==> src/accelerator_matrix_fixed_cfg.svh <==
`ifndef ACCELERATOR_MATRIX_FIXED_CFG_SVH
`define ACCELERATOR_MATRIX_FIXED_CFG_SVH

////////////////////////////////////////
// Datapath widths
////////////////////////////////////////

// One signed fixed-point element
// Fraction point position is a caller convention only
`define DATA_SIZE 32

////////////////////////////////////////
// Loop control widths
////////////////////////////////////////

// Size and index fields
// Four bits cover matrices up to 15 by 15
`define CONTROL_SIZE 4

`endif

==> src/accelerator_matrix_fixed_pkg.sv <==
`default_nettype none

`include "accelerator_matrix_fixed_cfg.svh"

package accelerator_matrix_fixed_pkg;

  ////////////////////////////////////////
  // Element and index types
  ////////////////////////////////////////

  // Signed fixed-point word
  typedef logic signed [`DATA_SIZE-1:0] fixed_t;

  // Row or column index, also used for sizes
  typedef logic [`CONTROL_SIZE-1:0] index_t;

  // Operation select, latched at START
  typedef enum logic {
    FIXED_ADD = 1'b0,  // A + B
    FIXED_SUB = 1'b1   // A - B
  } fixed_op_t;

  ////////////////////////////////////////
  // Saturation limits
  ////////////////////////////////////////

  localparam fixed_t FIXED_MAX = {1'b0, {(`DATA_SIZE-1){1'b1}}};
  localparam fixed_t FIXED_MIN = {1'b1, {(`DATA_SIZE-1){1'b0}}};

endpackage

`default_nettype wire

==> src/accelerator_matrix_fixed_if.sv <==
`default_nettype none

////////////////////////////////////////
// Loader to adder
////////////////////////////////////////

interface matrix_pair_if;

  // One-cycle pulse per element pair, no ready
  logic                                  valid;
  // Operands
  accelerator_matrix_fixed_pkg::fixed_t    a;
  accelerator_matrix_fixed_pkg::fixed_t    b;
  // Operation latched at START
  accelerator_matrix_fixed_pkg::fixed_op_t op;
  // Column index at SIZE_J - 1
  logic                                  row_end;
  // Row end on the final row
  logic                                  last;

  modport source(output valid, a, b, op, row_end, last);
  modport sink(input valid, a, b, op, row_end, last);

endinterface

////////////////////////////////////////
// Adder to sequencer
////////////////////////////////////////

interface matrix_sum_if;

  // One-cycle pulse per result
  logic                               valid;
  // Saturated result
  accelerator_matrix_fixed_pkg::fixed_t sum;
  // Flags copied from the pair
  logic                               row_end;
  logic                               last;

  modport source(output valid, sum, row_end, last);
  modport sink(input valid, sum, row_end, last);

endinterface

`default_nettype wire

==> src/matrix_element_loader.sv <==
`default_nettype none

module matrix_element_loader (
  input  wire logic                                 CLK,
  input  wire logic                                 RST,
  input  wire logic                                 START,
  input  wire logic                                 OPERATION,
  input  wire logic                                 a_i_enable,
  input  wire logic                                 a_j_enable,
  input  wire logic                                 b_i_enable,
  input  wire logic                                 b_j_enable,
  input  wire accelerator_matrix_fixed_pkg::index_t size_i,
  input  wire accelerator_matrix_fixed_pkg::index_t size_j,
  input  wire accelerator_matrix_fixed_pkg::fixed_t data_a,
  input  wire accelerator_matrix_fixed_pkg::fixed_t data_b,
  matrix_pair_if.source                             pair
);

  ////////////////////////////////////////
  // State and registers
  ////////////////////////////////////////

  typedef enum logic {
    st_idle,
    st_run
  } state_t;

  state_t state;

  // Run configuration
  accelerator_matrix_fixed_pkg::index_t    size_i_q;
  accelerator_matrix_fixed_pkg::index_t    size_j_q;
  accelerator_matrix_fixed_pkg::fixed_op_t op_q;

  // Current element position
  accelerator_matrix_fixed_pkg::index_t row_idx;
  accelerator_matrix_fixed_pkg::index_t col_idx;

  // Operands already taken in this slot
  logic                                 a_held;
  logic                                 b_held;
  accelerator_matrix_fixed_pkg::fixed_t a_q;
  accelerator_matrix_fixed_pkg::fixed_t b_q;

  logic row_start;
  logic a_take;
  logic b_take;
  logic pair_ready;
  logic col_end;
  logic row_last;

  ////////////////////////////////////////
  // Slot decode
  ////////////////////////////////////////

  // First element of a row uses the I-enables
  assign row_start = (col_idx == '0);

  // Take each operand once per slot, wrong enable kind ignored
  assign a_take = (state == st_run) && !a_held && (row_start ? a_i_enable : a_j_enable);
  assign b_take = (state == st_run) && !b_held && (row_start ? b_i_enable : b_j_enable);

  // Both operands present, either held or arriving now
  assign pair_ready = (state == st_run) && (a_held || a_take) && (b_held || b_take);

  // Position flags, computed here only
  assign col_end  = (col_idx == size_j_q - 1'b1);
  assign row_last = (row_idx == size_i_q - 1'b1);

  ////////////////////////////////////////
  // Control
  ////////////////////////////////////////

  always_ff @(posedge CLK or posedge RST) begin
    if (RST) begin
      state      <= st_idle;
      size_i_q   <= '0;
      size_j_q   <= '0;
      op_q       <= accelerator_matrix_fixed_pkg::FIXED_ADD;
      row_idx    <= '0;
      col_idx    <= '0;
      a_held     <= 1'b0;
      b_held     <= 1'b0;
      pair.valid <= 1'b0;
    end else begin
      // Pulse for one cycle after the slot completes
      pair.valid <= pair_ready;
      case (state)
        st_idle: begin
          // START only honoured here
          if (START) begin
            size_i_q <= size_i;
            size_j_q <= size_j;
            op_q     <= accelerator_matrix_fixed_pkg::fixed_op_t'(OPERATION);
            row_idx  <= '0;
            col_idx  <= '0;
            a_held   <= 1'b0;
            b_held   <= 1'b0;
            state    <= st_run;
          end
        end
        st_run: begin
          if (pair_ready) begin
            // Next slot opens immediately
            a_held <= 1'b0;
            b_held <= 1'b0;
            if (col_end) begin
              col_idx <= '0;
              if (row_last) begin
                state <= st_idle;
              end else begin
                row_idx <= row_idx + 1'b1;
              end
            end else begin
              col_idx <= col_idx + 1'b1;
            end
          end else begin
            if (a_take) a_held <= 1'b1;
            if (b_take) b_held <= 1'b1;
          end
        end
        default: state <= st_idle;
      endcase
    end
  end

  ////////////////////////////////////////
  // Operand and pair payload
  ////////////////////////////////////////

  always_ff @(posedge CLK) begin
    if (a_take) a_q <= data_a;
    if (b_take) b_q <= data_b;
    if (pair_ready) begin
      // Late operand bypasses its hold register
      pair.a       <= a_held ? a_q : data_a;
      pair.b       <= b_held ? b_q : data_b;
      pair.op      <= op_q;
      pair.row_end <= col_end;
      pair.last    <= col_end && row_last;
    end
  end

endmodule

`default_nettype wire

==> src/fixed_saturating_adder.sv <==
`default_nettype none

`include "accelerator_matrix_fixed_cfg.svh"

module fixed_saturating_adder (
  input wire logic     CLK,
  input wire logic     RST,
  matrix_pair_if.sink  pair,
  matrix_sum_if.source sum
);

  ////////////////////////////////////////
  // Wide arithmetic
  ////////////////////////////////////////

  // One guard bit, enough for any add or subtract incl. -MIN
  logic signed [`DATA_SIZE:0] a_wide;
  logic signed [`DATA_SIZE:0] b_wide;
  logic signed [`DATA_SIZE:0] sum_wide;

  logic                                 overflow;
  accelerator_matrix_fixed_pkg::fixed_t sat;

  // Sign extension
  assign a_wide = {pair.a[`DATA_SIZE-1], pair.a};

  // Subtract as add of negated B
  assign b_wide = (pair.op == accelerator_matrix_fixed_pkg::FIXED_SUB) ?
                  -{pair.b[`DATA_SIZE-1], pair.b} : {pair.b[`DATA_SIZE-1], pair.b};

  assign sum_wide = a_wide + b_wide;

  // Guard and sign bits disagree when out of range
  assign overflow = sum_wide[`DATA_SIZE] ^ sum_wide[`DATA_SIZE-1];

  // Clamp direction from the guard bit
  assign sat = !overflow            ? sum_wide[`DATA_SIZE-1:0] :
               sum_wide[`DATA_SIZE] ? accelerator_matrix_fixed_pkg::FIXED_MIN :
                                      accelerator_matrix_fixed_pkg::FIXED_MAX;

  ////////////////////////////////////////
  // Output register, one cycle
  ////////////////////////////////////////

  always_ff @(posedge CLK or posedge RST) begin
    if (RST) begin
      sum.valid <= 1'b0;
    end else begin
      sum.valid <= pair.valid;
    end
  end

  // Result and flags travel together
  always_ff @(posedge CLK) begin
    if (pair.valid) begin
      sum.sum     <= sat;
      sum.row_end <= pair.row_end;
      sum.last    <= pair.last;
    end
  end

endmodule

`default_nettype wire

==> src/matrix_result_sequencer.sv <==
`default_nettype none

module matrix_result_sequencer (
  input  wire logic                           CLK,
  input  wire logic                           RST,
  matrix_sum_if.sink                          sum,
  output logic                                READY,
  output logic                                out_i_enable,
  output logic                                out_j_enable,
  output accelerator_matrix_fixed_pkg::fixed_t data_out
);

  ////////////////////////////////////////
  // Strobe decode
  ////////////////////////////////////////

  // Row strobe on every row end but the final one
  logic row_strobe;
  // Final element of the run
  logic done_strobe;

  assign row_strobe  = sum.valid && sum.row_end && !sum.last;
  assign done_strobe = sum.valid && sum.last;

  ////////////////////////////////////////
  // Output registers
  ////////////////////////////////////////

  always_ff @(posedge CLK or posedge RST) begin
    if (RST) begin
      data_out     <= '0;
      out_j_enable <= 1'b0;
      out_i_enable <= 1'b0;
      READY        <= 1'b0;
    end else begin
      // One J-strobe per element
      out_j_enable <= sum.valid;
      out_i_enable <= row_strobe;
      // READY replaces the row strobe on the last element
      READY        <= done_strobe;
      // Hold result until the next one
      if (sum.valid) begin
        data_out <= sum.sum;
      end
    end
  end

endmodule

`default_nettype wire

==> src/accelerator_matrix_fixed_adder.sv <==
`default_nettype none

module accelerator_matrix_fixed_adder (
  // Global
  input  wire logic                                 CLK,
  input  wire logic                                 RST,

  // Control
  input  wire logic                                 START,
  output logic                                      READY,
  input  wire logic                                 OPERATION,

  // Element strobes
  input  wire logic                                 DATA_A_IN_I_ENABLE,
  input  wire logic                                 DATA_A_IN_J_ENABLE,
  input  wire logic                                 DATA_B_IN_I_ENABLE,
  input  wire logic                                 DATA_B_IN_J_ENABLE,
  output logic                                      DATA_OUT_I_ENABLE,
  output logic                                      DATA_OUT_J_ENABLE,

  // Data
  input  wire accelerator_matrix_fixed_pkg::index_t SIZE_I_IN,
  input  wire accelerator_matrix_fixed_pkg::index_t SIZE_J_IN,
  input  wire accelerator_matrix_fixed_pkg::fixed_t DATA_A_IN,
  input  wire accelerator_matrix_fixed_pkg::fixed_t DATA_B_IN,
  output accelerator_matrix_fixed_pkg::fixed_t      DATA_OUT
);

  ////////////////////////////////////////
  // Internal links
  ////////////////////////////////////////

  // Operand pairs with position flags
  matrix_pair_if u_pair_if ();
  // Saturated results with position flags
  matrix_sum_if u_sum_if ();

  ////////////////////////////////////////
  // Pipeline, three edges end to end
  ////////////////////////////////////////

  // Input side, sizes and loop indices
  matrix_element_loader u_loader (
    .CLK       (CLK),
    .RST       (RST),
    .START     (START),
    .OPERATION (OPERATION),
    .a_i_enable(DATA_A_IN_I_ENABLE),
    .a_j_enable(DATA_A_IN_J_ENABLE),
    .b_i_enable(DATA_B_IN_I_ENABLE),
    .b_j_enable(DATA_B_IN_J_ENABLE),
    .size_i    (SIZE_I_IN),
    .size_j    (SIZE_J_IN),
    .data_a    (DATA_A_IN),
    .data_b    (DATA_B_IN),
    .pair      (u_pair_if.source)
  );

  // Saturating add or subtract
  fixed_saturating_adder u_adder (
    .CLK (CLK),
    .RST (RST),
    .pair(u_pair_if.sink),
    .sum (u_sum_if.source)
  );

  // Output register and strobes
  matrix_result_sequencer u_sequencer (
    .CLK         (CLK),
    .RST         (RST),
    .sum         (u_sum_if.sink),
    .READY       (READY),
    .out_i_enable(DATA_OUT_I_ENABLE),
    .out_j_enable(DATA_OUT_J_ENABLE),
    .data_out    (DATA_OUT)
  );

endmodule

`default_nettype wire

==> config.mk <==
export PLATFORM = sky130hd
export DESIGN_NAME = accelerator_matrix_fixed_adder
export DESIGN_NICKNAME = d
export VERILOG_FILES = /design/src/accelerator_matrix_fixed_pkg.sv /design/src/accelerator_matrix_fixed_if.sv /design/src/matrix_element_loader.sv /design/src/fixed_saturating_adder.sv /design/src/matrix_result_sequencer.sv /design/src/accelerator_matrix_fixed_adder.sv
export VERILOG_INCLUDE_DIRS = /design/src
export SDC_FILE = /design/constraint.sdc
export NUM_CORES = 1
export LEC_CHECK = 0
export BUFFER_PORTS_ARGS = -buffer_cell sky130_fd_sc_hd__buf_4
export CAP_MARGIN = 10
export CORE_ASPECT_RATIO = 2
export CORE_MARGIN = 2
export CORE_UTILIZATION = 46
export CTS_CLUSTER_DIAMETER = 200
export CTS_CLUSTER_SIZE = 20
export DETAILED_ROUTE_END_ITERATION = 8
export GPL_ROUTABILITY_DRIVEN = 1
export PLACE_DENSITY = 0.73
export SYNTH_ARGS = -nofsm -noshare
export SYNTH_HDL_FRONTEND = slang
export SYNTH_SLANG_ARGS = --single-unit
export TNS_END_PERCENT = 50
==> constraint.sdc <==
create_clock -name CLK -period 6.2 [get_ports CLK]
set_input_delay 1.24 -clock CLK [delete_from_list [all_inputs] [get_ports CLK]]
set_output_delay 1.24 -clock CLK [all_outputs]
set_load 0.02 [all_outputs]
==> impl_metrics.json <==
{
  "synth-main-ff-cell": "edfxtp_1",
  "grt_pass1_wl_mm": 34.3,
  "required_ns": 6.39,
  "hold_depth": 0,
  "synth-async-reset-ratio": 0.257,
  "vias_per_cell": 5.47,
  "slew_headroom": 0.405,
  "clkLatencyLatePin_ns": 0.48,
  "yosysUniqueCellTypes": 61,
  "drive_gt1_frac": 0.273,
  "grt_setup_unrepaired": "false",
  "wl_per_cell_um": 17.2,
  "nNetsFinal": 1049,
  "place_ws_ns": 0.935,
  "synth_area_per_cell_um2": 13.2,
  "finalHoldViolations": 0,
  "grt_pass1_vias": 6899,
  "path_max_fanout": 29,
  "hold_path.class": "reg -> reg",
  "syn_to_final_growth_pct": 14.5,
  "r2r_slack_ns": 0.89,
  "grt_max_degree": 73,
  "ys_ff_latch": 222,
  "reg2reg_from": "u_loader.pair.b[2]",
  "synth_area_um2": 10800,
  "max_freq_mhz": 188,
  "finalCritPeriodShare": 0.856,
  "clock-sinks": 222,
  "routed_wl_mm": 21.0,
  "grt_usage": 0.169,
  "fin_hold_ws_ns": 0.424,
  "antennaDiodeCount": 0,
  "die_h_um": 221,
  "port_buffers": 114,
  "numCtsBuffers": 15,
  "globalplace.congestion": 0.844,
  "postLayoutSetupSlackWorst_ns": 0.894,
  "cts_resized": 0,
  "dr.pass1.iters": 4,
  "ctsHoldBuffers": 0,
  "cts_tree": "done",
  "worstReg2RegEnd": "u_adder.sum.sum[21]",
  "path_clk_slew_ns": 0.08,
  "yosysSeqAreaShare": 0.590,
  "path_class": "reg -> reg",
  "critPathLaunchType": "register",
  "cts_setup_buffers": 0,
  "slew_violations": 0,
  "hold_path_end": "u_adder.sum.row_end",
  "worstRegToRegCells": 16,
  "chipWidth_um": 112,
  "hpwl_mm": 15.9,
  "coreArea_um2": 23200,
  "synth_edf_count": 165,
  "cts-root-buf": "clkbuf_16",
  "yosysWarnings": 0,
  "drc": 0,
  "drtIter0Drc": 310,
  "die_area_um2": 24800,
  "synth_nets": 939,
  "overflow": 0,
  "setup_viol": 0,
  "critPathArrivalTime_ns": 5.50,
  "initial_utilization": 0.466,
  "clock_path_buffers": 3,
  "num_rows": 79,
  "fin_crit_ns": 5.31,
  "max_cap_violations": 0,
  "worst_pin_slew_ns": 0.893,
  "antenna_left": 0,
  "htreeDepth": 1,
  "status": "finished clean",
  "vias": 6676,
  "finClkSkew_ns": 0.0192,
  "antenna_found_initial": 0,
  "ioPinCount": 115,
  "min-delay-start": "u_loader.pair.row_end",
  "cp-end-kind": "register",
  "fin_tns_setup_ns": 0,
  "syn_inst": 819
}
==> worst max-delay path by stage <==
| stage | start | to | cells past startpoint |
|---|---|---|---|
| after global routing | u_loader.pair.b[2] | u_adder.sum.sum[23] | 16 |
| after floorplan | u_loader.pair.b[2] | u_adder.sum.sum[28] | 19 |
| after detailed placement | u_loader.pair.b[2] | u_adder.sum.sum[21] | 16 |
| after CTS | u_loader.pair.b[2] | u_adder.sum.sum[21] | 16 |
| final | u_loader.pair.b[2] | u_adder.sum.sum[21] | 16 |
| after global placement | u_loader.pair.b[2] | u_adder.sum.sum[24] | 16 |
==> layout by cell type (no fill, tap or decap), drive strengths merged, types with 3 or more instances in the layout <==
master / netlist / layout
xnor2: 53 / 53
xor2: 21 / 21
nor3: 6 / 6
nand2: 51 / 51
o211ai: 7 / 7
or4: 6 / 6
a21o: 8 / 8
o21bai: 6 / 6
nor4: 6 / 6
a41oi: 4 / 4
a311oi: 3 / 3
clkbuf: 21 / 24
or2: 4 / 4
nor3b: 3 / 3
edfxtp: 165 / 165
o41ai: 6 / 6
nand2b: 6 / 6
a211oi: 10 / 10
or3: 4 / 4
o21ai: 65 / 65
nand3: 8 / 8
dfrtp: 57 / 57
and2: 6 / 6
buf: 10 / 124
inv: 22 / 23
mux2: 103 / 103
ha: 39 / 39
a21oi: 47 / 47
nand4: 7 / 7
nor2: 24 / 24
o31ai: 12 / 12
==> cells in the mapped netlist (all sizes together), types with 2 or more instances <==
cell type | n | area share
and2 | 6 | 0.0035
edfxtp | 165 | 0.46
and3b | 2 | 0.0016
o21a | 2 | 0.0014
o211ai | 7 | 0.0049
nor2b | 2 | 0.0012
o21bai | 6 | 0.0042
nand3 | 8 | 0.0037
a211oi | 10 | 0.0069
a21oi | 47 | 0.022
o211a | 2 | 0.0019
maj3 | 2 | 0.0019
or4 | 6 | 0.0049
a311oi | 3 | 0.0024
o31ai | 12 | 0.0083
o41ai | 6 | 0.0049
xor2 | 21 | 0.017
buf | 10 | 0.0064
or3 | 4 | 0.0023
nand4 | 7 | 0.0040
o21ai | 65 | 0.030
dfrtp | 57 | 0.13
nor2 | 24 | 0.0090
a41oi | 4 | 0.0032
mux2 | 103 | 0.11
nor4 | 6 | 0.0035
o31a | 2 | 0.0016
mux2i | 2 | 0.0019
xnor2 | 53 | 0.043
or2 | 4 | 0.0023
nor3b | 3 | 0.0021
a211o | 2 | 0.0016
nand2 | 51 | 0.018
nor3 | 6 | 0.0028
clkbuf | 21 | 0.0074
ha | 39 | 0.045
nand2b | 6 | 0.0035
a21o | 8 | 0.0056
inv | 22 | 0.0076
==> registers in the layout, indices dropped and copies added, names as in the netlist, 4 cells and up <==
signal / count
u_loader.pair.a: 32
u_loader.row_idx: 4
u_loader.pair.b: 32
u_loader.size_i_q: 4
u_adder.sum.sum: 32
u_loader.b_q: 32
u_loader.col_idx: 4
u_loader.size_j_q: 4
u_loader.a_q: 32
u_sequencer.data_out: 32
==> stage by stage <==
stage | std cells | area, um2 | utilization
after floorplan | 819 | 10800 | -
after global placement | 1195 | 12000 | 0.515
after detailed placement | 1195 | 12000 | 0.515
after CTS | 1220 | 12400 | 0.533
after global routing | 1220 | 12400 | 0.533
final | 1220 | 12400 | 0.533
==> metal layers <==
layer	track usage	wire [um]
met5	0	0
met4	0.0673	692
met3	0.0170	744
met2	0.319	11400
met1	0.192	8170
==> cells by family (layout without fill, tap and decap cells) <==
| family | count (synthesis) | after routing | share of synthesized area |
|---|---|---|---|
| adder cells (fa/ha/maj) | 42 | 42 | 0.0488 |
| multiplexers | 105 | 105 | 0.109 |
| XOR/XNOR | 74 | 74 | 0.0599 |
| flip-flops | 222 | 222 | 0.590 |
| AND/OR/NAND/NOR | 138 | 138 | 0.0648 |
| buffers and inverters | 53 | 171 | 0.0214 |
| AO/OA/AOI/OAI | 185 | 185 | 0.106 |
==> worst max-delay path: stages (launching register included) <==
cell and delay, ns:
edfxtp_1 0.46, nor4_1 0.42, nand2_1 0.11, or2_2 0.34, or3_1 0.44, or3_1 0.44
o41ai_1 0.34, xnor2_1 0.14, ha_1 0.42, nand2_1 0.12, nor2_1 0.25, nand4_1 0.18
a211o_1 0.30, a211o_1 0.27, o211a_2 0.17, nor2_4 0.43, o21ai_0 0.20
==> cell type report <==
class / instances / area (um2)
fillers: 1949 / 10800
flip-flops and latches: 222 / 6380
clock inverters: 1 / 20.0
well taps: 283 / 354
multi-input cells: 544 / 4210
clock buffers: 24 / 409
inverters: 22 / 82.6
repair buffers: 124 / 931
Power is left out: the tool's default activity adds up to more than one toggle a clock period on the data nets, which glitch-free logic cannot reach.
